==> config.mk <==
export PLATFORM = sky130hd
export DESIGN_NAME = spi_rx_shifter
export DESIGN_NICKNAME = d
export VERILOG_FILES = /design/src/spi_pkg.sv /design/src/spi_rx_shifter.sv
export SDC_FILE = /design/constraint.sdc
export NUM_CORES = 1
export LEC_CHECK = 0
export ABC_AREA = 1
export BUFFER_PORTS_ARGS = -buffer_cell sky130_fd_sc_hd__buf_2
export CAP_MARGIN = 30
export CORE_MARGIN = 8
export CORE_UTILIZATION = 26
export CTS_CLUSTER_SIZE = 24
export DETAILED_ROUTE_END_ITERATION = 10
export GPL_TIMING_DRIVEN = 0
export HOLD_SLACK_MARGIN = 0.1
export SLEW_MARGIN = 20
export SYNTH_ARGS = -nofsm -noshare
export SYNTH_HDL_FRONTEND = slang
export SYNTH_SLANG_ARGS = --single-unit
==> constraint.sdc <==
create_clock -name clk -period 6.16 [get_ports clk]
set_input_delay 1.232 -clock clk [delete_from_list [all_inputs] [get_ports clk]]
set_output_delay 1.232 -clock clk [all_outputs]
set_load 0.02 [all_outputs]
==> src/spi_pkg.sv <==
// sizes and codes shared by the SPI master; lengths count bits and a data phase holds at most 65535
package spi_pkg;

  localparam int word_w      = 32;
  localparam int len_w       = 16;
  localparam int phase_len_w = 6;
  localparam int div_w       = 8;
  localparam int cs_n        = 4;
  localparam int quad_lanes  = 4;

  // bits left in a word fit from 0 up to word_w
  localparam int bit_cnt_w  = $clog2(word_w) + 1;
  localparam int lane_shift = $clog2(quad_lanes);

  // how the four data pins are used
  typedef enum logic [1:0] {
    mode_std     = 2'b00,
    mode_quad_tx = 2'b01,
    mode_quad_rx = 2'b10
  } spi_mode_t;

  typedef enum logic [2:0] {
    st_idle,
    st_cmd,
    st_addr,
    st_dummy,
    st_data_tx,
    st_data_rx,
    st_wait_edge
  } seq_state_t;

  // one bit per phase, wait_edge shows as data_rx
  typedef logic [5:0] status_t;

  localparam status_t stat_idle    = 6'b000001;
  localparam status_t stat_cmd     = 6'b000010;
  localparam status_t stat_addr    = 6'b000100;
  localparam status_t stat_dummy   = 6'b001000;
  localparam status_t stat_data_tx = 6'b010000;
  localparam status_t stat_data_rx = 6'b100000;

  typedef enum logic [2:0] {
    src_null,
    src_empty,
    src_cmd,
    src_addr,
    src_fifo
  } tx_src_t;

endpackage

==> src/spi_rx_shifter.sv <==
// quad lengths must be multiples of four; single line mode samples sdi[1] only
`timescale 1ns/1ps

module spi_rx_shifter (
  input  logic                           clk,
  input  logic                           rstn,
  input  logic                           en,
  input  logic                           rx_edge,
  input  logic                           quad,
  input  logic [spi_pkg::len_w-1:0]      counter,
  input  logic                           counter_upd,
  input  logic [spi_pkg::quad_lanes-1:0] sdi,
  output logic [spi_pkg::word_w-1:0]     data,
  output logic                           data_valid,
  input  logic                           data_ready,
  output logic                           done,
  output logic                           clk_en
);

  import spi_pkg::*;

  logic [word_w-1:0]    shift_q;
  logic [word_w-1:0]    shift_next;
  logic [len_w-1:0]     cnt_q;
  logic [bit_cnt_w-1:0] left_q;
  logic [bit_cnt_w-1:0] full;
  logic                 valid_q;
  logic                 last_q;
  logic                 sample;
  logic                 last;
  logic                 word_end;

  assign full = quad ? bit_cnt_w'(word_w / quad_lanes) : bit_cnt_w'(word_w);

  assign sample   = en && rx_edge && cnt_q != '0;
  assign last     = cnt_q == len_w'(1);
  assign word_end = left_q == bit_cnt_w'(1) || last;

  assign shift_next = quad ? {shift_q[word_w-quad_lanes-1:0], sdi} :
                             {shift_q[word_w-2:0], sdi[1]};

  assign data_valid = valid_q;
  assign done       = valid_q && data_ready && last_q;

  // stop after the final rise, and before a rise that would overwrite a waiting word
  assign clk_en = cnt_q != '0 && !(sample && last) &&
                  !(valid_q && !data_ready && word_end);

  always_ff @(posedge clk or negedge rstn)
  begin
    if (!rstn)
    begin
      cnt_q   <= '0;
      left_q  <= '0;
      valid_q <= 1'b0;
      last_q  <= 1'b0;
    end
    else if (counter_upd)
    begin
      cnt_q  <= quad ? counter >> lane_shift : counter;
      left_q <= full;
      last_q <= 1'b0;
    end
    else
    begin
      if (valid_q && data_ready)
      begin
        valid_q <= 1'b0;
        last_q  <= 1'b0;
      end

      if (sample)
      begin
        cnt_q  <= cnt_q - 1'b1;
        left_q <= word_end ? full : left_q - 1'b1;
        if (word_end)
        begin
          valid_q <= 1'b1;
          last_q  <= last;
        end
      end
    end
  end

  // a short final word lands in the low bits since the register starts cleared
  always_ff @(posedge clk)
  begin
    if (counter_upd)
    begin
      shift_q <= '0;
    end
    else if (sample)
    begin
      if (word_end)
      begin
        data    <= shift_next;
        shift_q <= '0;
      end
      else
      begin
        shift_q <= shift_next;
      end
    end
  end

endmodule

==> results.md <==
- Outcome: complete, no violations
- Clock Pin Slew Worst Setup and Hold Paths: 0.06 ns
- Yosys reg bits: 87
- Count of cell types in the netlist: 36
- Total GRT Usage: 0.108
- First-pass DRT Iterations: 5
- Vias: 3,747
- Sw frac: 0.271
- Dpl hpwl: 8.35 mm
- Vias in the first global route: 3,625
- Via density: 4.53
- Wire length on met2: 5.11 mm
- Drt wl/cell: 13.7 um
- Final Hold Viols: 0
- First-pass GRT wire length: 18.8 mm
- Mapped Cells: 532
- Worst EP arrival: 2.14 ns
- Initial DRC count: 220
- Layout cell share with drive strength beyond 1: 0.219
- WS Path Type: primary input to output pin
- Top cell type's share of synthesized area: 0.220
- Antenna-violating nets left: 0
- Async SR Flop Fraction: 0.276
- Post-Synthesis Cell Area: 4370 um^2
- Clk network pwr share: 0.412
- Setup crit start kind: primary input
- Leakage power: 2.35 nW
- P per Cell Area: 277 nW/um^2
- EDFF count, synth: 32
- Row count: 47
- Actual slew at the worst max-slew pin: 0.681 ns
- Avg Cell Area, Syn: 8.22 um^2
- CTS sink count: 87
- Initial Util: 0.264
- CTS tree: built
- Internal Pwr Total: 1.06 mW
- Gp weighted congestion: 0.910
- Antenna violations before repair: 0
- Core area: 16,500 um^2
- Gate power share: 0.140
- CTS Root Cell: clkbuf_16
- Total CTS buffers: 9
- Max Root-Sink Buffers: 2
- Die area: 21,200 um^2
- Die X-Extent: 146 um
- Area growth from synthesis to layout: 20.7%
- Die Span Y: 146 um
- Min Tclk post-route: 3.37 ns
- Max VDD drop: 0.000162 V
- CTS resizes: 0
- Hold Path Class: flop to flop
- Post-synth net total: 563
- Met1 WL: 5.45 mm
- Setup WS pre-CTS: 2.82 ns
- Most numerous cell in the Yosys netlist: nand2_1
- Worst-path fanout max: 5
- Top layer in use: met4
- Seq/Total Area, Yosys: 0.499
- Max Clk Rate: 297 MHz
- Total Routed Length: 11.3 mm
- Io pins: 62
- Slew headroom: 0.545
- Setup bufs post-CTS: 0
- Crit. End Element: output pin
- Total power: 1.46 mW
- WL met3: 665 um
- Most used DFF post-synth: edfxtp_1
- Number of I/O port buffers: 60
- DRC viols: 0
- Sequential share of power: 0.448
- Final #Nets: 634
- Layout Utilization: 0.319
- Worst setup margin: 2.79 ns
- Max-cap violations: 0
- Antenna diodes: 0
- Setup_tns: 0 ns
- RSZ-0062 raised after global routing: no
- Required @ worst endpoint: 4.93 ns
- Final setup vio count: 0
- CTS Hold Bufs: 0
- Commonest cells in the synthesized netlist: nand2_1, inv_1, nand3_1
- Final setup skew: 0.00382 ns
- Post-synth top area cell: edfxtp_1
- Worst-skew pair later-pin latency: 0.34 ns
- Synth area leaders: edfxtp_1, dfxtp_1, dfrtp_1
- Period utilization: 0.547
- Warnings, synthesis: 0
- Slew Limit Fails: 0
- H-tree Lvls: 3
- Psw: 0.395 mW
- Global route overflow: 0
- Largest net degree at the start of global routing: 33
==> path summary, 6_finish.rpt <==
kind | depth (start not counted) | from | endpoint | slack (ns)
setup / recovery | 7 | en | clk_en | 2.79
hold / removal | 2 | shift_q[30] | shift_q[30] | 0.47
setup reg to reg | 10 | cnt_q[0] | data[16] | 3.46
hold reg to reg | 2 | shift_q[30] | shift_q[30] | 0.47
max in group asynchronous | 1 | rstn | cnt_q[13] | 4.88
min in group asynchronous | 1 | rstn | cnt_q[11] | 0.89
==> stage by stage <==
step	cells	area [um^2]	hold slack [ns]
3_5_place_dp	812	4950	0.460
5_1_grt	828	5280	0.497
2_1_floorplan	532	4370	0.444
6_report	828	5280	0.471
4_1_cts	828	5280	0.470
3_3_place_gp	812	4950	0.452
==> layout by cell type, fill, tap and decap left out, types with 2 or more instances in the layout <==
| master | n |
|---|---|
| a21oi_1 | 12 |
| a22oi_1 | 7 |
| buf_2 | 71 |
| buf_6 | 4 |
| bufinv_16 | 2 |
| clkbuf_1 | 9 |
| clkbuf_16 | 9 |
| clkinv_1 | 2 |
| dfrtp_1 | 24 |
| dfxtp_1 | 31 |
| edfxtp_1 | 32 |
| ha_1 | 4 |
| inv_1 | 75 |
| inv_2 | 3 |
| inv_6 | 2 |
| mux2i_1 | 2 |
| nand2_1 | 110 |
| nand2_2 | 7 |
| nand3_1 | 56 |
| nand3b_1 | 4 |
| nand4_1 | 3 |
| nor2_1 | 35 |
| nor2_2 | 3 |
| nor2_4 | 3 |
| nor3_1 | 3 |
| o21ai_0 | 49 |
| o21ai_1 | 8 |
| o21ai_2 | 23 |
| o21bai_1 | 2 |
| o31ai_1 | 2 |
==> cells by family after synthesis <==
family                     synth area share
buffers and inverters                 0.100
adders and majority gates            0.0115
AOI/OAI and AO/OA                     0.151
DFF                                   0.499
and+or+nand+nor                       0.229
xor gates and xnor gates            0.00401
muxes                               0.00458
==> layer usage <==
layer	GRT usage	vias up
li1	-	1889
met1	0.142	1754
met2	0.171	97
met3	0.0364	7
met4	0.0156	0
met5	0	-
==> sequential cells by signal, summed over array words and instances (netlist names) <==
signal and flops:
cnt_q 16, data_valid 1, left_q 6, data 32, shift_q 31, last_q 1
==> power by group through the flow <==
stage,clock network [mW],registers (mW),logic (mW)
2_1_floorplan,0,0.658,0.147
4_1_cts,0.614,0.652,0.204
3_3_place_gp,0,0.664,0.201
5_1_grt,0.639,0.657,0.230
3_5_place_dp,0,0.664,0.203
6_report,0.602,0.653,0.204
==> layout make-up <==
class | instances | area, um^2
fill | 1761 | 11200
sequential | 87 | 2180
multi-input combinational | 341 | 1750
timing repair buffer | 60 | 300
inverter | 79 | 297
tap | 220 | 275
clock buffer | 10 | 239
buffer | 25 | 141
clock inverter | 6 | 90.1
==> critical path, cell delays in order <==
cell and delay [ns]:
buf_2 0.09, nand2_1 0.06, inv_1 0.12, nand4_1 0.14, nand2_1 0.06, a21oi_1 0.21, buf_2 0.22
Power figures use the tool's default switching activity.
