`src/spi_pkg.sv`:
```
// sizes and codes shared by the SPI master; lengths count bits and a data phase holds at most 65535
package spi_pkg;

  localparam int word_w      = 32;
  localparam int len_w       = 16;
  localparam int phase_len_w = 6;
  localparam int div_w       = 8;
  localparam int cs_n        = 4;
  localparam int quad_lanes  = 4;

  // bits left in a word fit from 0 up to word_w
  localparam int bit_cnt_w  = $clog2(word_w) + 1;
  localparam int lane_shift = $clog2(quad_lanes);

  // how the four data pins are used
  typedef enum logic [1:0] {
    mode_std     = 2'b00,
    mode_quad_tx = 2'b01,
    mode_quad_rx = 2'b10
  } spi_mode_t;

  typedef enum logic [2:0] {
    st_idle,
    st_cmd,
    st_addr,
    st_dummy,
    st_data_tx,
    st_data_rx,
    st_wait_edge
  } seq_state_t;

  // one bit per phase, wait_edge shows as data_rx
  typedef logic [5:0] status_t;

  localparam status_t stat_idle    = 6'b000001;
  localparam status_t stat_cmd     = 6'b000010;
  localparam status_t stat_addr    = 6'b000100;
  localparam status_t stat_dummy   = 6'b001000;
  localparam status_t stat_data_tx = 6'b010000;
  localparam status_t stat_data_rx = 6'b100000;

  typedef enum logic [2:0] {
    src_null,
    src_empty,
    src_cmd,
    src_addr,
    src_fifo
  } tx_src_t;

endpackage

```
`src/spi_tx_shifter.sv`:
```
// quad lengths must be multiples of four; the source must hold data valid until it is taken
`timescale 1ns/1ps

module spi_tx_shifter (
  input  logic                           clk,
  input  logic                           rstn,
  input  logic                           en,
  input  logic                           tx_edge,
  input  logic                           quad,
  input  logic [spi_pkg::len_w-1:0]      counter,
  input  logic                           counter_upd,
  input  logic [spi_pkg::word_w-1:0]     data,
  input  logic                           data_valid,
  output logic                           data_ready,
  output logic                           done,
  output logic                           clk_en,
  output logic [spi_pkg::quad_lanes-1:0] sdo
);

  import spi_pkg::*;

  logic [word_w-1:0]    shift_q;
  logic [len_w-1:0]     cnt_q;
  logic [bit_cnt_w-1:0] left_q;
  logic [bit_cnt_w-1:0] full;
  logic                 shift;
  logic                 last;
  logic                 need_word;
  logic                 load;

  assign full = quad ? bit_cnt_w'(word_w / quad_lanes) : bit_cnt_w'(word_w);

  // cnt_q counts fall strobes still to come, one per bit or per nibble
  assign shift = en && tx_edge && cnt_q != '0 && left_q != '0;
  assign last  = cnt_q == len_w'(1);

  // the last bit of this word is on the pins and more bits follow
  assign need_word = left_q == bit_cnt_w'(1) && cnt_q > len_w'(1);

  assign load = data_valid &&
                (counter_upd || (en && left_q == '0 && cnt_q != '0) || (shift && need_word));

  assign data_ready = load;
  assign done       = shift && last;

  // without a next word the clock must not reach the fall that would need it
  always_comb
  begin
    if (counter_upd)
      clk_en = data_valid;
    else
      clk_en = left_q != '0 && !(need_word && !data_valid);
  end

  always_ff @(posedge clk or negedge rstn)
  begin
    if (!rstn)
    begin
      cnt_q  <= '0;
      left_q <= '0;
    end
    else if (counter_upd)
    begin
      cnt_q  <= quad ? counter >> lane_shift : counter;
      left_q <= data_valid ? full : '0;
    end
    else
    begin
      if (shift)
        cnt_q <= cnt_q - 1'b1;

      if (load)
        left_q <= full;
      else if (shift)
        left_q <= need_word ? '0 : left_q - 1'b1;
    end
  end

  always_ff @(posedge clk)
  begin
    if (load)
      shift_q <= data;
    else if (shift)
      shift_q <= quad ? shift_q << quad_lanes : shift_q << 1;
  end

  // single line mode drives only sdo[0]
  assign sdo = quad ? shift_q[word_w-1 -: quad_lanes] :
                      {{(quad_lanes-1){1'b0}}, shift_q[word_w-1]};

endmodule

```
`config.mk`:
```
export PLATFORM = sky130hd
export DESIGN_NAME = spi_tx_shifter
export DESIGN_NICKNAME = d
export VERILOG_FILES = /design/src/spi_pkg.sv /design/src/spi_tx_shifter.sv
export SDC_FILE = /design/constraint.sdc
export NUM_CORES = 1
export LEC_CHECK = 0
export BUFFER_PORTS_ARGS = -buffer_cell sky130_fd_sc_hd__buf_4
export CORE_MARGIN = 5
export CORE_UTILIZATION = 51
export DETAILED_ROUTE_END_ITERATION = 16
export PLACE_DENSITY_LB_ADDON = 0.3
export SYNTH_ARGS = -nofsm -noshare
export SYNTH_HDL_FRONTEND = slang
export SYNTH_SLANG_ARGS = --single-unit
```
`constraint.sdc`:
```
create_clock -name clk -period 2.8 [get_ports clk]
set_input_delay 0.84 -clock clk [delete_from_list [all_inputs] [get_ports clk]]
set_output_delay 0.84 -clock clk [all_outputs]
set_load 0.02 [all_outputs]
```
==> metrics.yaml, run 1 <==
status: "finished with violations"
violations: "negative setup slack"
gp_congestion: 0.869
dpl_cell_area_mm2: 0.00388
setup_viol: 2
antenna_found_initial: 0
netlist_area_mm2: 0.00334
grt_max_degree: 63
diodes: 0
final_common_cell: "buf_4"
die_area_mm2: 0.00827
via_per_inst: 5.53
clk_latency_ns: 0.30
drt_iter0_markers: 135
detail-route-antenna-nets: 0
crit_required_ns: 1.96
synth.net_count: 381
rsz0062_at_grt: "yes"
dp_hpwl_mm: 5.08
wl_mm: 7.31
numCtsBuffers: 5
fp.dieH_um: 90.9
critPathMaxStageDelay_ns: 0.44
core_area_mm2: 0.00635
crit_fanout: 3
crit_type: "reg2out"
synth-edff-count: 32
grt_overflow_total: 0
nets: 453
crit_family: "simple AND/OR/NAND/NOR gates"
slew_violations: 0
cp_slowest_cell: "dfrtp_2"
globalRouteTotalUtil_pct: 17.6
fin_ws_ns: -0.0977
clock_sinks: 54
ys_seq_elements: 54
ys.warnings.count: 0
place_ws_ns: 0.118
die_w_um: 90.9
hp-class: "in2async"
clockBufferDepth: 2
stdcell_area_mm2: 0.00412
wl_per_cell_um: 15.5
synth_cell_types: 47
drv_cap: 0
postSynthAreaPerCell_um2: 10.4
finalNonFillerCells: 471
ys_async_sr_fraction_pct: 40.7
io_buffers: 61
ctsHoldBuffers: 0
ys_seq_area_share_pct: 45.2
pin_count: 62
vias: 2604
cts_root_buf: "clkbuf_8"
end_kind: "output pin"
fmaxAchievable_ghz: 0.345
hold_viol_final: 0
path_cells: "nor4_4, buf_4, nand4_4, and4_4, o31ai_4, inv_4, buf_6"
cts_tree: "done"
grt_pass1_vias: 2623
drtPass1Iterations: 4
grt_pass1_wl_mm: 12.1
critPathLaunchType: "register"
period_share_pct: 103
synth-main-ff-cell: "edfxtp_1"
finalPower_mw: 2.74
cp.arrival_ns: 2.06
rows: 29
syn_inst: 321
drc_errors: 0
dp_cells: 454
syn2layout_area_growth_pct: 23.3
tightest_slew_ns: 0.653
power_density_mw_per_mm2: 664
post-route-min-period_ns: 2.90
clock_skew_ns: 0.0137
ir_worst_vdd_uv: 439
tns_ns: -0.136
path_buf_inv: 3
mostFrequentLayoutCells: "buf_4, nand2_1, edfxtp_1"
htreeDepth: 2
maxSlewHeadroom_pct: 56.5
clk_pin_slew_ns: 0.10
leakagePower_nw: 1.74
drive_above_1_share_pct: 33.5
initial_core_util_pct: 52.6
[flip-flops by register name, indices dropped and copies added (netlist names)]
register	flops
shift_q	32
left_q	6
cnt_q	16
[metrics by stage]
stage	utilization, %	hold WS, ns
global route	64.9	0.417
global placement	61.2	0.557
finish	64.9	0.413
detailed placement	61.2	0.573
CTS	63.6	0.413
floorplan	-	0.540
[where the power goes]
group	internal, mW	leakage (nW)	total [mW]	switching [mW]
sequential	1.09	0.576	1.25	0.152
combinational	0.443	1.10	0.931	0.488
clock	0.295	0.0618	0.558	0.263
[routing by layer]
metal | up-vias | global-route usage (%) | part of all wire (%)
met5 | - | 0 | 0
met4 | 0 | 5.26 | 1.3
met3 | 8 | 3.97 | 5.1
met2 | 73 | 28.6 | 48
met1 | 1208 | 23.5 | 45
li1 | 1315 | - | -
[path summary, 6_finish.rpt]
path | start | endpoint | slack [ns] | cells past startpoint
worst max-delay path | cnt_q[8] | data_ready | -0.1 | 7
worst min-delay path | rstn | cnt_q[1] | 0.41 | 1
min in group clk | shift_q[0] | shift_q[1] | 0.60 | 2
worst max register to register | cnt_q[8] | shift_q[29] | 0.40 | 10
worst min register to register | shift_q[0] | shift_q[1] | 0.60 | 2
max in group asynchronous | rstn | cnt_q[9] | 2.14 | 1
[cell type report]
type / count / area (um^2)
Clock inverter: 2 / 38.8
Clock buffer: 6 / 82.6
Fill cell: 511 / 2230
Multi-Input combinational cell: 244 / 1730
Timing Repair Buffer: 81 / 624
Tap cell: 77 / 96.3
Sequential cell: 54 / 1510
Inverter: 7 / 28.8
[synth_stat cells (8+ instances only)]
cell      number  area (um^2)
a211oi_1      10         75.1
a21oi_1       17         85.1
and2_1        13         81.3
clkbuf_1       8         30.0
dfrtp_1       22          551
edfxtp_1      32          961
mux2i_1       31          310
nand2_1       42          158
nor2_1        15         56.3
nor3_1         8         40.0
o21ai_0        8         40.0
o21ai_2       21          184
xnor2_1       13          114
[cells by family (layout without fill, tap and decap cells)]
family                   Yosys count  after routing  share of synthesized area, %
multiplexers                      34             34                          10.3
adder cells (fa/ha/maj)            5              5                          1.87
flip-flops                        54             54                          45.2
XOR/XNOR                          20             20                          5.24
buffers and inverters             23             96                          4.01
AND/OR/NAND/NOR                  112            112                          17.9
AO/OA/AOI/OAI                     73             73                          15.4
[timing repair]
item | 4_1_cts | 5_1_grt
endpoints found under the setup margin | 2 | 3
pin swaps | 4 | 3
gates cloned | 0 | 0
gates resized for setup | 2 | 9
buffers inserted | 3 | 6
No activity file was read; power rests on OpenSTA's default activity.
==> run 2, diff against run 1 <==
--- a/config.mk
+++ b/config.mk
@@ -6,5 +6,5 @@
 export NUM_CORES = 1
 export LEC_CHECK = 0
-export BUFFER_PORTS_ARGS = -buffer_cell sky130_fd_sc_hd__buf_4
+export BUFFER_PORTS_ARGS = -buffer_cell sky130_fd_sc_hd__buf_2
 export CORE_MARGIN = 5
 export CORE_UTILIZATION = 51
==> constraint.sdc (replaced) <==
create_clock -name clk -period 2.8 [get_ports clk]
set_input_delay 0.84 -clock clk [delete_from_list [all_inputs] [get_ports clk]]
set_output_delay 0.84 -clock clk [all_outputs]
set_load 0.05 [all_outputs]
==> run 2 against run 1 <==
Compared with the run above: the flow still finishes with violations (negative setup slack); largest cell class unchanged; register-to-register slack hardly changed; final cell count is 0.85% higher; wire length is 1.1% higher; critical endpoint unchanged; non-clock buffer count is 4 higher; flip-flop and latch count stayed put; critical path type unchanged; sequential power hardly changed; highest routed layer unchanged; utilization is 1.2 points lower.
==> metrics.yaml, run 2 (synthesized netlist as in run 1, its figures left out) <==
htreeDepth: 2
dp_hpwl_mm: 5.23
detail-route-antenna-nets: 0
core_area_mm2: 0.00635
reg_top3: "shift_q (32), cnt_q (16), left_q (6)"
numCtsBuffers: 5
maxSlewHeadroom_pct: 56.0
via_per_inst: 5.61
die_area_mm2: 0.00827
antenna_found_initial: 0
tightest_slew_ns: 0.660
rr_endpoint: "shift_q[8]"
power.switching_uw: 985
vias: 2664
rrSetupSlack_ns: 0.41
seq_power_share_pct: 46.0
die_w_um: 90.9
diodes: 0
crit_type: "reg2out"
clk_latency_ns: 0.31
drv_cap: 0
drt_iter0_markers: 108
cp.arrival_ns: 2.04
gp_congestion: 0.868
crit_fanout: 3
cts_tree: "done"
hp-class: "in2async"
period_share_pct: 103
end_kind: "output pin"
syn2layout_area_growth_pct: 21.1
drc_errors: 0
globalRouteTotalUtil_pct: 17.9
power_density_mw_per_mm2: 674
clock_power_share_pct: 15.5
grt_pass1_wl_mm: 12.4
clk_pin_slew_ns: 0.10
hold_viol_final: 0
drtPass1Iterations: 4
fin_ws_ns: -0.0798
wl_per_cell_um: 15.6
io_buffers: 61
leakagePower_nw: 1.71
clock_sinks: 54
p_sw_share_pct: 36.1
status: "finished with violations"
ir_worst_vdd_uv: 399
rsz0062_at_grt: "yes"
tns_ns: -0.127
initial_core_util_pct: 52.6
largest_register: "shift_q"
p_int_mw: 1.74
r2r-start: "cnt_q[11]"
nets: 457
fillCellCount: 518
violations: "negative setup slack"
final_common_cell: "buf_2"
r2r_cells: 9
grt_max_degree: 63
drive_above_1_share_pct: 34.7
pin_count: 62
clockBufferDepth: 2
largest_reg_flops: 32
clock_skew_ns: 0.0127
fp.dieH_um: 90.9
grt_overflow_total: 0
slew_violations: 0
crit_required_ns: 1.96
mostFrequentLayoutCells: "buf_2, nand2_1, edfxtp_1"
post-route-min-period_ns: 2.88
rows: 29
fin_util_pct: 63.7
wl_mm: 7.39
critPathLaunchType: "register"
combPwrFrac_pct: 38.5
fmaxAchievable_ghz: 0.347
cts_root_buf: "clkbuf_8"
setup_viol: 2
grt_pass1_vias: 2613
[run 2: cell count changes in the layout (fill, tap and decap cells not counted), moves of 2 or more]
cell,change
buf_2,+58
buf_4,-56
nor3_1,-3
nor3_2,+3
dfrtp_1,+2
dfrtp_2,-2
nor4_2,-2
o211a_1,-2
o211a_4,+2
[run 2: worst max path at each step]
stage / to / slack [ns] / cells past startpoint / start
finish: data_ready / -0.08 / 6 / cnt_q[11]
global route: data_ready / -0.17 / 6 / cnt_q[11]
CTS: clk_en / -0.10 / 7 / cnt_q[11]
detailed placement: clk_en / 0.09 / 7 / cnt_q[8]
global placement: data_ready / 0.12 / 6 / en
floorplan: done / 0.04 / 3 / tx_edge
[run 2: timing repair]
item,CTS,global route
hold buffers,0,0
resized for setup,13,9
pin swaps,5,4
setup buffers,6,4
setup endpoints to repair,3,3
[run 2: power groups by stage]
| stage | sequential (mW) | combinational [mW] | clock (mW) |
|---|---|---|---|
| after floorplan | 1.21 | 0.726 | 0 |
| after global placement | 1.25 | 0.923 | 0 |
| after CTS | 1.24 | 0.986 | 0.440 |
| after detailed placement | 1.26 | 0.938 | 0 |
| after global routing | 1.28 | 1.15 | 0.468 |
| final | 1.25 | 1.05 | 0.424 |
[run 2: worst max-delay path, stage by stage, from the launching register on]
cell	delay (ns)
dfrtp_1	0.43
nor4_4	0.37
nand4b_4	0.17
o211a_4	0.27
o31ai_4	0.28
inv_4	0.06
buf_8	0.15
[run 2: cell type report]
class                           instances  area [um^2]  area share [%]
Multi-Input combinational cell        244         1810            44.7
Sequential cell                        54         1510            37.4
Timing Repair Buffer                   85          520            12.9
Tap cell                               77         96.3            2.38
Clock buffer                            6         72.6            1.79
Inverter                                7         28.8           0.711
Clock inverter                          2         8.76           0.217
[run 2: stage by stage]
stage / hold slack [ns] / total power, mW / setup WS [ns] / cells / instance area [um^2]
detailed placement: 0.593 / 2.19 / 0.0917 / 457 / 3780
CTS: 0.509 / 2.67 / -0.103 / 471 / 3970
finish: 0.504 / 2.73 / -0.0798 / 475 / 4050
floorplan: 0.540 / 1.94 / 0.0387 / 321 / 3370
global route: 0.532 / 2.90 / -0.172 / 475 / 4050
global placement: 0.564 / 2.17 / 0.116 / 457 / 3780
[run 2: per-layer routing]
metal	vias up	track usage (%)	wire, um
li1	1320	-	-
met1	1270	24.8	3360
met2	68	29.6	3660
met3	6	3.06	304
met4	0	3.42	68
met5	-	0	0
