==> config.mk <==
export PLATFORM = sky130hd
export DESIGN_NAME = spi_clkgen
export DESIGN_NICKNAME = d
export VERILOG_FILES = /design/src/spi_pkg.sv /design/src/spi_clkgen.sv
export SDC_FILE = /design/constraint.sdc
export NUM_CORES = 1
export LEC_CHECK = 0
export BUFFER_PORTS_ARGS = -buffer_cell sky130_fd_sc_hd__buf_4
export CAP_MARGIN = 5
export CELL_PAD_IN_SITES_DETAIL_PLACEMENT = 1
export CELL_PAD_IN_SITES_GLOBAL_PLACEMENT = 1
export CORE_UTILIZATION = 46
export CTS_CLUSTER_DIAMETER = 30
export CTS_CLUSTER_SIZE = 10
export DETAILED_ROUTE_END_ITERATION = 16
export PLACE_DENSITY = 0.87
export SYNTH_ARGS = -nofsm -noshare
export SYNTH_HDL_FRONTEND = slang
export SYNTH_SLANG_ARGS = --single-unit
==> constraint.sdc <==
create_clock -name clk -period 4.5 [get_ports clk]
set_clock_uncertainty 0.2 [all_clocks]
set_input_delay 0.675 -clock clk [delete_from_list [all_inputs] [get_ports clk]]
set_output_delay 0.675 -clock clk [all_outputs]
set_load 0.02 [all_outputs]
==> src/spi_pkg.sv <==
// sizes and codes shared by the SPI master; lengths count bits and a data phase holds at most 65535
package spi_pkg;

  localparam int word_w      = 32;
  localparam int len_w       = 16;
  localparam int phase_len_w = 6;
  localparam int div_w       = 8;
  localparam int cs_n        = 4;
  localparam int quad_lanes  = 4;

  // bits left in a word fit from 0 up to word_w
  localparam int bit_cnt_w  = $clog2(word_w) + 1;
  localparam int lane_shift = $clog2(quad_lanes);

  // how the four data pins are used
  typedef enum logic [1:0] {
    mode_std     = 2'b00,
    mode_quad_tx = 2'b01,
    mode_quad_rx = 2'b10
  } spi_mode_t;

  typedef enum logic [2:0] {
    st_idle,
    st_cmd,
    st_addr,
    st_dummy,
    st_data_tx,
    st_data_rx,
    st_wait_edge
  } seq_state_t;

  // one bit per phase, wait_edge shows as data_rx
  typedef logic [5:0] status_t;

  localparam status_t stat_idle    = 6'b000001;
  localparam status_t stat_cmd     = 6'b000010;
  localparam status_t stat_addr    = 6'b000100;
  localparam status_t stat_dummy   = 6'b001000;
  localparam status_t stat_data_tx = 6'b010000;
  localparam status_t stat_data_rx = 6'b100000;

  typedef enum logic [2:0] {
    src_null,
    src_empty,
    src_cmd,
    src_addr,
    src_fifo
  } tx_src_t;

endpackage

==> src/spi_clkgen.sv <==
// spi_clk half-period is clk_div+1 cycles; a divider change applies from the next count
`timescale 1ns/1ps

module spi_clkgen (
  input  logic                      clk,
  input  logic                      rstn,
  input  logic                      en,
  input  logic [spi_pkg::div_w-1:0] clk_div,
  input  logic                      clk_div_valid,
  output logic                      spi_clk,
  output logic                      spi_rise,
  output logic                      spi_fall
);

  import spi_pkg::*;

  logic [div_w-1:0] div_q;
  logic [div_w-1:0] cnt_q;

  always_ff @(posedge clk or negedge rstn)
  begin
    if (!rstn)
    begin
      div_q    <= '0;
      cnt_q    <= '0;
      spi_clk  <= 1'b0;
      spi_rise <= 1'b0;
      spi_fall <= 1'b0;
    end
    else
    begin
      if (clk_div_valid)
        div_q <= clk_div;

      spi_rise <= 1'b0;
      spi_fall <= 1'b0;

      // a disabled divider keeps its count, so a stall resumes mid half-period
      if (en)
      begin
        if (cnt_q >= div_q)
        begin
          cnt_q    <= '0;
          spi_clk  <= ~spi_clk;
          spi_rise <= ~spi_clk;
          spi_fall <= spi_clk;
        end
        else
        begin
          cnt_q <= cnt_q + 1'b1;
        end
      end
    end
  end

endmodule

==> impl_metrics.env, run 1 <==
export IMPL_synthArstFlopShare_pct=100
export IMPL_post_synth_top_area_cell="dfrtp_1"
export IMPL_grt_max_degree=20
export IMPL_hold_buffers=0
export IMPL_cap_viol_max_count=0
export IMPL_cts_path_max_buffers=2
export IMPL_dr_pass1_iters=2
export IMPL_ys_warnings_count=0
export IMPL_cts_made_buffers=3
export IMPL_period_minus_slack_ns=2.25
export IMPL_drive_gt1_share_pct=21.8
export IMPL_yosys_cell_types_count=30
export IMPL_status="complete, no violations"
export IMPL_relSlewSlack_pct=67.3
export IMPL_rsz0062_at_grt="no"
export IMPL_clock_sinks=19
export IMPL_post_route_period_util_pct=50.0
export IMPL_antenna_found_initial=0
export IMPL_clockRootBuffer="clkbuf_4"
export IMPL_port_buffers=14
export IMPL_r2r_start="cnt_q[0]"
export IMPL_timing_fmax_ghz=0.444
export IMPL_cts_tree="yes"
export IMPL_worstPathCellList="inv_1 -> ha_1 -> nand2b_4 -> a2111oi_4 -> o41ai_4 -> and2_1 -> and2b_1"
export IMPL_cts_max_level=1
export IMPL_num_io_pins=15
export IMPL_initial_core_util_pct=49.9
export IMPL_critical_path_required_ns=4.51
export IMPL_crit_path_end_kind="flip-flop"
export IMPL_synth_nets=116
export IMPL_slowest_delay_ns=0.42
export IMPL_rows=16
export IMPL_antenna_left=0
export IMPL_insertedDiodeCount=0
export IMPL_start_kind="flip-flop"
export IMPL_worstPathMaxFanout=8
export IMPL_die_h_microns=48.9
export IMPL_ff2ff_path_depth=7
export IMPL_hpwl_microns=1550
export IMPL_route_detailed_drc=0
export IMPL_muxShareOfSynthArea_pct=1.12
export IMPL_synth_simple_area_share_pct=15.2
export IMPL_cts_clk_slew_worst_paths_ns=0.11
export IMPL_die_width_microns=48.9
export IMPL_p_total_mw=0.509
export IMPL_ys_seq_area_share_pct=47.1
export IMPL_synth_cell_area_sq_mm=0.00101
export IMPL_clk_latency_ns=0.31
export IMPL_synth_compound_area_share_pct=15.1
export IMPL_final_core_util_pct=57.2
export IMPL_cp_slowest_cell="dfrtp_1"
export IMPL_synth_top_family_by_area="simple AND/OR/NAND/NOR gates"
export IMPL_viasPerCell=5.18
export IMPL_r2r_end="spi_rise"
export IMPL_fillers=223
export IMPL_cellPowerDensity_mw_per_mm2=440
export IMPL_grt_usage_pct=21.1
export IMPL_vdd_drop_max_mv=0.280
export IMPL_wl_per_cell_microns=14.4
export IMPL_crit_type="flip-flop to flip-flop"
export IMPL_arrival_ns=2.26
export IMPL_yosys_register_bits=19
export IMPL_synthTopCellsByCount="dfrtp_1 (19), nand2_1 (13), o21ai_0 (10), ha_1 (9), inv_1 (9)"
export IMPL_hold_viol_final=0
export IMPL_setup_violations=0
export IMPL_gp_congestion=0.812
export IMPL_cts_resized=0
export IMPL_num_vias=709
export IMPL_setup_tns_final_ns=0
export IMPL_syn_inst=95
export IMPL_core_region_area_sq_mm=0.00202
export IMPL_drt_iter0_drc=12
export IMPL_worstMarginPinSlew_ns=0.488
export IMPL_areaGrowthSynthToFinish_pct=14.6
export IMPL_grt_pass1_wl_microns=3700
export IMPL_hold_path_class="primary input to async pin"
export IMPL_drt_wl_total_microns=1980
export IMPL_leakagePower_nw=0.602
export IMPL_synth_area_leaders="dfrtp_1 (47%), ha_1 (11%), o21ai_0 (5.0%), nand2_1 (4.8%), inv_1 (3.3%)"
export IMPL_synth_main_ff_cell="dfrtp_1"
export IMPL_synth_area_per_cell_sq_um=10.6
export IMPL_post_cts_buffers=0
export IMPL_yosysMostFrequentCell="dfrtp_1"
export IMPL_synth_edff_count=0
export IMPL_dieArea_sq_mm=0.00239
export IMPL_gr_total_overflow=0
export IMPL_synthAdderAreaFrac_pct=11.2
export IMPL_layout_nets=132
export IMPL_slew_violations=0
export IMPL_regToRegSetupSlack_ns=2.25
export IMPL_synth_xor_area_share_pct=5.08
export IMPL_grt_pass1_vias=794
export IMPL_synth_top_area_share_pct=47.1
## placed cells by master (no fill, tap or decap), types with 2 or more instances in the layout
cell	count
buf_4	14
o21a_1	2
ha_1	9
o21ai_0	10
xor2_1	3
nor2_1	5
dfrtp_1	19
clkbuf_4	3
and3_1	2
inv_1	9
nand2_1	13
a21oi_1	2
## critical path, delay by kind of cell (launching register included)
kind,cells,cell delay (ns)
and+or+nand+nor,3,0.61
AOI/OAI and AO/OA,2,0.55
DFF,1,0.42
adders and majority gates,1,0.28
buffers and inverters,1,0.09
## registers in the layout, summed over array words and instances, names as in the netlist
| register | count |
|---|---|
| cnt_q | 8 |
| div_q | 8 |
| spi_clk | 1 |
| spi_rise | 1 |
| spi_fall | 1 |
## cell type report
cell class / count / area [sq um] / share of cell area, %
multi-input combinational: 64 / 482 / 41.6
sequential: 19 / 475 / 41.1
timing repair buffer: 14 / 105 / 9.08
inverter: 9 / 33.8 / 2.92
tap: 27 / 33.8 / 2.92
clock buffer: 3 / 22.5 / 1.95
clock inverter: 1 / 5.00 / 0.432
## logic make-up after synthesis
family          Yosys count
mux                       1
fa+ha+maj                 9
xor+xnor                  5
flops                    19
compound gates           19
simple gates             30
buf+inv                  12
## metrics by stage
stage | worst slack [ns] | hold slack, ns | instances | instance area (sq um)
5_1_grt | 2.09 | 0.0139 | 137 | 1160
3_5_place_dp | 2.23 | 0.320 | 133 | 1130
3_3_place_gp | 2.38 | 0.310 | 133 | 1130
4_1_cts | 2.23 | 0.0203 | 137 | 1160
2_1_floorplan | 2.42 | 0.179 | 95 | 1010
6_report | 2.25 | 0.0151 | 137 | 1160
## where the power goes
part | internal, mW | switching [mW]
clock network | 0.0332 | 0.0561
logic | 0.0876 | 0.0941
registers | 0.203 | 0.0352
total | 0.324 | 0.185
## worst max-delay path by stage
stage,start,cells past startpoint,slack [ns],end
floorplan,cnt_q[0],8,2.42,spi_rise
global placement,cnt_q[0],7,2.38,spi_rise
detailed placement,cnt_q[0],7,2.23,spi_rise
CTS,cnt_q[0],7,2.23,spi_rise
global route,cnt_q[0],7,2.09,spi_clk
finish,cnt_q[0],7,2.25,spi_rise
## per-layer routing
layer / vias to the layer above / track usage (%) / routed length [microns]
met4: 0 / 10.3 / 36
met5: - / 0 / 0
met1: 345 / 27.2 / 895
met3: 3 / 3.74 / 52
li1: 348 / - / -
met2: 13 / 34.3 / 993
No activity file was read; power rests on OpenSTA's default activity.
==> run 2, diff against run 1 <==
ABC_AREA = 1   (was not set)
CORE_UTILIZATION = 37   (was 46)
PLACE_DENSITY = 0.78   (was 0.87)
clock period = 1.84 ns   (was 4.5 ns; I/O delays follow)
==> impl_metrics.env, run 2 <==
export IMPL_ys_seq_area_share_pct=45.0
export IMPL_leakagePower_nw=0.741
export IMPL_synthArstFlopShare_pct=100
export IMPL_synth_area_per_cell_sq_um=8.46
export IMPL_rows=19
export IMPL_num_vias=889
export IMPL_cts_path_max_buffers=2
export IMPL_route_detailed_drc=0
export IMPL_drt_iter0_drc=16
export IMPL_hold_path_class="primary input to flip-flop"
export IMPL_synth_edff_count=0
export IMPL_initial_core_util_pct=38.7
export IMPL_cap_viol_max_count=0
export IMPL_dp_slack_ns=0.0182
export IMPL_antenna_found_initial=0
export IMPL_grt_pass1_wl_microns=4140
export IMPL_syn_inst=125
export IMPL_worstPathCellList="ha_1 -> nand2_1 -> nor2_1 -> nor2_2 -> nand3_2 -> nand2_4 -> inv_4 -> nor2_1"
export IMPL_ys_warnings_count=0
export IMPL_yosysMostFrequentCell="nand2_1"
export IMPL_slowest_delay_ns=0.43
export IMPL_wl_per_cell_microns=12.7
export IMPL_mostFrequentLayoutCells="nand2_1 (36), dfrtp_1 (19), buf_4 (19), inv_1 (16)"
export IMPL_clockRootBuffer="clkbuf_4"
export IMPL_postLayoutCellArea_sq_mm=0.00138
export IMPL_cts_max_level=1
export IMPL_synth_area_leaders="dfrtp_1 (45%), nand2_1 (13%), ha_1 (11%), inv_1 (6.0%), o21ai_0 (4.3%)"
export IMPL_clk_latency_ns=0.30
export IMPL_port_buffers=14
export IMPL_cellPowerDensity_mw_per_mm2=1020
export IMPL_drt_wl_total_microns=2370
export IMPL_p_total_mw=1.41
export IMPL_vdd_drop_max_mv=0.501
export IMPL_final_cells=186
export IMPL_slew_violations=0
export IMPL_final_core_util_pct=50.4
export IMPL_setup_violations=0
export IMPL_multiInputGateArea_sq_um=526
export IMPL_cts_made_buffers=3
export IMPL_gp_congestion=0.765
export IMPL_hold_viol_final=0
export IMPL_synth_cell_area_sq_mm=0.00106
export IMPL_relSlewSlack_pct=83.0
export IMPL_placed_cell_area_sq_mm=0.00120
export IMPL_yosys_cell_types_count=21
export IMPL_post_route_period_util_pct=95.2
export IMPL_critical_path_required_ns=1.89
export IMPL_place_inst=170
export IMPL_crit_path_end_kind="flip-flop"
export IMPL_cts_tree="yes"
export IMPL_cts_clk_slew_worst_paths_ns=0.11
export IMPL_worstMarginPinSlew_ns=0.255
export IMPL_top_regs="cnt_q: 8 flops, div_q: 8 flops"
export IMPL_synth_nets=146
export IMPL_cp_common_cell="nor2_1"
export IMPL_grt_max_degree=20
export IMPL_worstPathMaxFanout=5
export IMPL_timing_fmax_ghz=0.571
export IMPL_dr_pass1_iters=4
export IMPL_die_width_microns=55.5
export IMPL_num_io_pins=15
export IMPL_crit_type="flip-flop to flip-flop"
export IMPL_period_minus_slack_ns=1.75
export IMPL_grt_pass1_vias=968
export IMPL_hpwl_microns=1670
export IMPL_yosys_register_bits=19
export IMPL_arrival_ns=1.80
export IMPL_final_common_cell="nand2_1"
export IMPL_start_kind="flip-flop"
export IMPL_fillers=333
export IMPL_die_h_microns=55.5
export IMPL_drive_gt1_share_pct=24.5
export IMPL_core_region_area_sq_mm=0.00273
export IMPL_cp_slowest_cell="dfrtp_1"
export IMPL_viasPerCell=4.78
export IMPL_layout_nets=177
export IMPL_post_synth_top_area_cell="dfrtp_1"
export IMPL_dieArea_sq_mm=0.00308
export IMPL_synth_main_ff_cell="dfrtp_1"
export IMPL_seq_area_sq_um=475
export IMPL_insertedDiodeCount=0
export IMPL_antenna_left=0
export IMPL_status="complete, no violations"
export IMPL_grt_usage_pct=17.2
export IMPL_areaGrowthSynthToFinish_pct=30.4
export IMPL_synthTopCellsByCount="nand2_1 (36), dfrtp_1 (19), inv_1 (17), nor2_1 (10)"
export IMPL_synth_top_area_share_pct=45.0
export IMPL_gr_total_overflow=0
export IMPL_clock_sinks=19
export IMPL_setup_ws_ns=0.0886
## run 2: changes by cell type after synthesis, moves of 2 or more
cell     previous run  this run
and3_1              2         0
inv_1               9        17
nand2_1            13        36
nand3_1             1         4
nand3_2             0         2
nor2_1              5        10
nor2_2              0         2
o21a_1              2         0
## run 2: path summary, 6_finish.rpt
| kind | startpoint | end | slack (ns) | cells past startpoint |
|---|---|---|---|---|
| min in group asynchronous | rstn | div_q[6] | 0.18 | 2 |
| worst min register to register | spi_clk | spi_clk | 0.32 | 2 |
| max in group asynchronous | rstn | cnt_q[0] | 1.06 | 2 |
| worst min-delay path | clk_div_valid | div_q[1] | 0.06 | 2 |
| worst max-delay path | cnt_q[7] | cnt_q[2] | 0.09 | 8 |
| worst max register to register | cnt_q[7] | cnt_q[2] | 0.09 | 8 |
## run 2: worst max-delay path, delay by kind of cell, from the launching register on
| kind | cells | cell delay (ns) |
|---|---|---|
| buffers and inverters | 1 | 0.05 |
| flip-flops | 1 | 0.43 |
| AND/OR/NAND/NOR | 6 | 0.70 |
| adder cells (fa/ha/maj) | 1 | 0.31 |
## run 2: power by group
group	switching [mW]	internal (mW)
combinational	0.348	0.272
clock	0.137	0.0812
sequential	0.0672	0.502
## run 2: layout make-up
class,instances,area share [%]
clock inverter,1,0.363
multi-input combinational,85,38.1
inverter,19,5.72
timing repair buffer,28,16.9
sequential,19,34.5
tap,31,2.81
clock buffer,3,1.63
## run 2: logic make-up (layout without fill, tap and decap cells)
logic type,Yosys count,in the layout,share of synthesized area (%)
and+or+nand+nor,58,58,24.6
xor gates and xnor gates,5,5,4.14
buffers and inverters,21,51,8.64
muxes,1,1,1.07
AOI/OAI and AO/OA,12,12,5.92
adders and majority gates,9,9,10.7
DFF,19,19,45.0
## run 2: stage by stage
| step | setup TNS (ns) | hold slack, ns |
|---|---|---|
| global placement | 0 | -0.0361 |
| finish | 0 | 0.0601 |
| detailed placement | 0 | -0.0308 |
| floorplan | 0 | -0.220 |
| CTS | 0 | 0.0473 |
| global route | -0.169 | 0.0537 |
## run 2: repair_timing
item / in CTS / in global routing
hold endpoints to repair: 27 / 0
buffers inserted: 0 / 3
setup endpoints to repair: 1 / 8
pin swaps: 0 / 3
resized for setup: 1 / 8
hold buffers: 9 / 0
## run 2: per-layer routing
metal | share of wire, % | up-vias | track usage (%) | routed length, microns
met5 | 0 | - | 0 | 0
met4 | 2.2 | 0 | 7.50 | 51
met3 | 2.5 | 5 | 3.04 | 59
met2 | 50 | 17 | 29.6 | 1200
met1 | 45 | 414 | 21.1 | 1060
li1 | - | 453 | - | -
==> run 3, diff against run 2 <==
PLACE_DENSITY = 0.74   (was 0.78)
==> impl_metrics.env, run 3 (synthesis gave the netlist of run 2 again) <==
export IMPL_timing_fmax_ghz=0.572
export IMPL_rows=19
export IMPL_clockRootBuffer="clkbuf_4"
export IMPL_setup_tns_final_ns=0
export IMPL_cts_max_level=1
export IMPL_hold_viol_final=0
export IMPL_slew_violations=0
export IMPL_cp_common_cell="nand2_1"
export IMPL_clock_sinks=19
export IMPL_areaGrowthSynthToFinish_pct=31.1
export IMPL_setup_ws_ns=0.0907
export IMPL_grt_max_degree=20
export IMPL_cp_num_buf_inv=1
export IMPL_grt_pass1_vias=972
export IMPL_cts_clk_slew_worst_paths_ns=0.11
export IMPL_core_region_area_sq_mm=0.00273
export IMPL_dieArea_sq_mm=0.00308
export IMPL_setup_violations=0
export IMPL_drt_iter0_drc=25
export IMPL_clk_latency_ns=0.30
export IMPL_dp_slack_ns=0.0515
export IMPL_period_minus_slack_ns=1.75
export IMPL_num_vias=907
export IMPL_regToRegSetupSlack_ns=0.09
export IMPL_cp_top_family="simple AND/OR/NAND/NOR gates"
export IMPL_num_io_pins=15
export IMPL_die_width_microns=55.5
export IMPL_die_h_microns=55.5
export IMPL_worstPathMaxFanout=5
export IMPL_wl_per_cell_microns=13.0
export IMPL_final_core_util_pct=50.7
export IMPL_critical_path_required_ns=1.89
export IMPL_grt_usage_pct=17.4
export IMPL_layout_nets=180
export IMPL_insertedDiodeCount=0
export IMPL_arrival_ns=1.79
export IMPL_gp_congestion=0.816
export IMPL_route_detailed_drc=0
export IMPL_antenna_found_initial=0
export IMPL_r2r_start="cnt_q[3]"
export IMPL_worstMarginPinSlew_ns=0.250
export IMPL_placed_cell_area_sq_mm=0.00120
export IMPL_initial_core_util_pct=38.7
export IMPL_top_regs="cnt_q: 8 flops, div_q: 8 flops"
export IMPL_final_common_cell="nand2_1"
export IMPL_mostFrequentLayoutCells="nand2_1 (36), buf_4 (22), dfrtp_1 (18), inv_1 (16), dlygate4sd3_1 (9)"
export IMPL_drt_wl_total_microns=2450
export IMPL_cts_path_max_buffers=2
export IMPL_gr_total_overflow=0
export IMPL_start_kind="flip-flop"
export IMPL_postLayoutCellArea_sq_mm=0.00139
export IMPL_cellPowerDensity_mw_per_mm2=1030
export IMPL_cap_viol_max_count=0
export IMPL_hold_path_class="primary input to flip-flop"
export IMPL_vdd_drop_max_mv=0.472
export IMPL_cp_depth=8
export IMPL_port_buffers=14
export IMPL_post_route_period_util_pct=95.1
export IMPL_grt_pass1_wl_microns=4170
export IMPL_dr_pass1_iters=3
export IMPL_r2r_end="cnt_q[2]"
export IMPL_viasPerCell=4.80
export IMPL_status="complete, no violations"
export IMPL_slowest_delay_ns=0.46
export IMPL_worstPathCellList="ha_1 -> a21oi_1 -> nand2_1 -> nand2_1 -> nand3_4 -> nand2_4 -> inv_4 -> nor2_1"
export IMPL_whs_ns=0.0719
export IMPL_leakagePower_nw=0.751
export IMPL_cts_made_buffers=3
export IMPL_crit_start="cnt_q[3]"
export IMPL_ff2ff_path_depth=8
export IMPL_crit_path_end_kind="flip-flop"
export IMPL_hpwl_microns=1780
export IMPL_cp_slowest_cell="dfrtp_2"
export IMPL_cts_tree="yes"
export IMPL_relSlewSlack_pct=83.3
export IMPL_drive_gt1_share_pct=24.7
export IMPL_crit_type="flip-flop to flip-flop"
export IMPL_crit_path_end="cnt_q[2]"
export IMPL_antenna_left=0
run 3: what timing repair did:
action | CTS | global route
setup buffers | 0 | 6
hold endpoints to repair | 27 | 0
hold buffers | 9 | 0
gates resized for setup | 0 | 9
endpoints found under the setup margin | 0 | 10
run 3: report_power, final:
part           total [mW]  switching (mW)  internal (mW)
combinational       0.634           0.351          0.283
clock               0.220           0.135         0.0846
sequential          0.574          0.0702          0.504
run 3: how the worst min path moves through the flow:
| stage | start | to | slack (ns) | depth (start not counted) |
|---|---|---|---|---|
| 2_1_floorplan | rstn | cnt_q[0] | -0.22 | 0 |
| 3_3_place_gp | rstn | div_q[3] | -0.03 | 1 |
| 3_5_place_dp | rstn | div_q[2] | -0.03 | 1 |
| 4_1_cts | clk_div_valid | div_q[2] | 0.06 | 2 |
| 5_1_grt | clk_div_valid | div_q[3] | 0.07 | 2 |
| 6_report | clk_div_valid | div_q[4] | 0.07 | 2 |
run 3: metrics by stage:
step,instances,total power [mW]
global placement,170,1.07
global route,189,1.55
floorplan,125,0.926
detailed placement,170,1.11
CTS,183,1.35
finish,189,1.43
run 3: per-layer routing:
| metal | up-vias | share of wire (%) | global-route usage (%) |
|---|---|---|---|
| li1 | 456 | - | - |
| met1 | 430 | 44 | 21.5 |
| met2 | 16 | 51 | 30.3 |
| met3 | 5 | 2.9 | 3.04 |
| met4 | 0 | 1.5 | 6.43 |
| met5 | - | 0 | 0 |
run 3: cell type report:
cell class	count	area [sq um]
fillers	334	1350
flip-flops and latches	19	477
multi-input cells	85	510
inverters	19	78.8
well taps	31	38.8
repair buffers	31	255
clock buffers	4	26.3
run 3: worst register-to-register path: stages (launching register included):
cell and delay [ns]:
dfrtp_2 0.46, ha_1 0.30, a21oi_1 0.18, nand2_1 0.10
nand2_1 0.11, nand3_4 0.12, nand2_4 0.10, inv_4 0.05
nor2_1 0.08
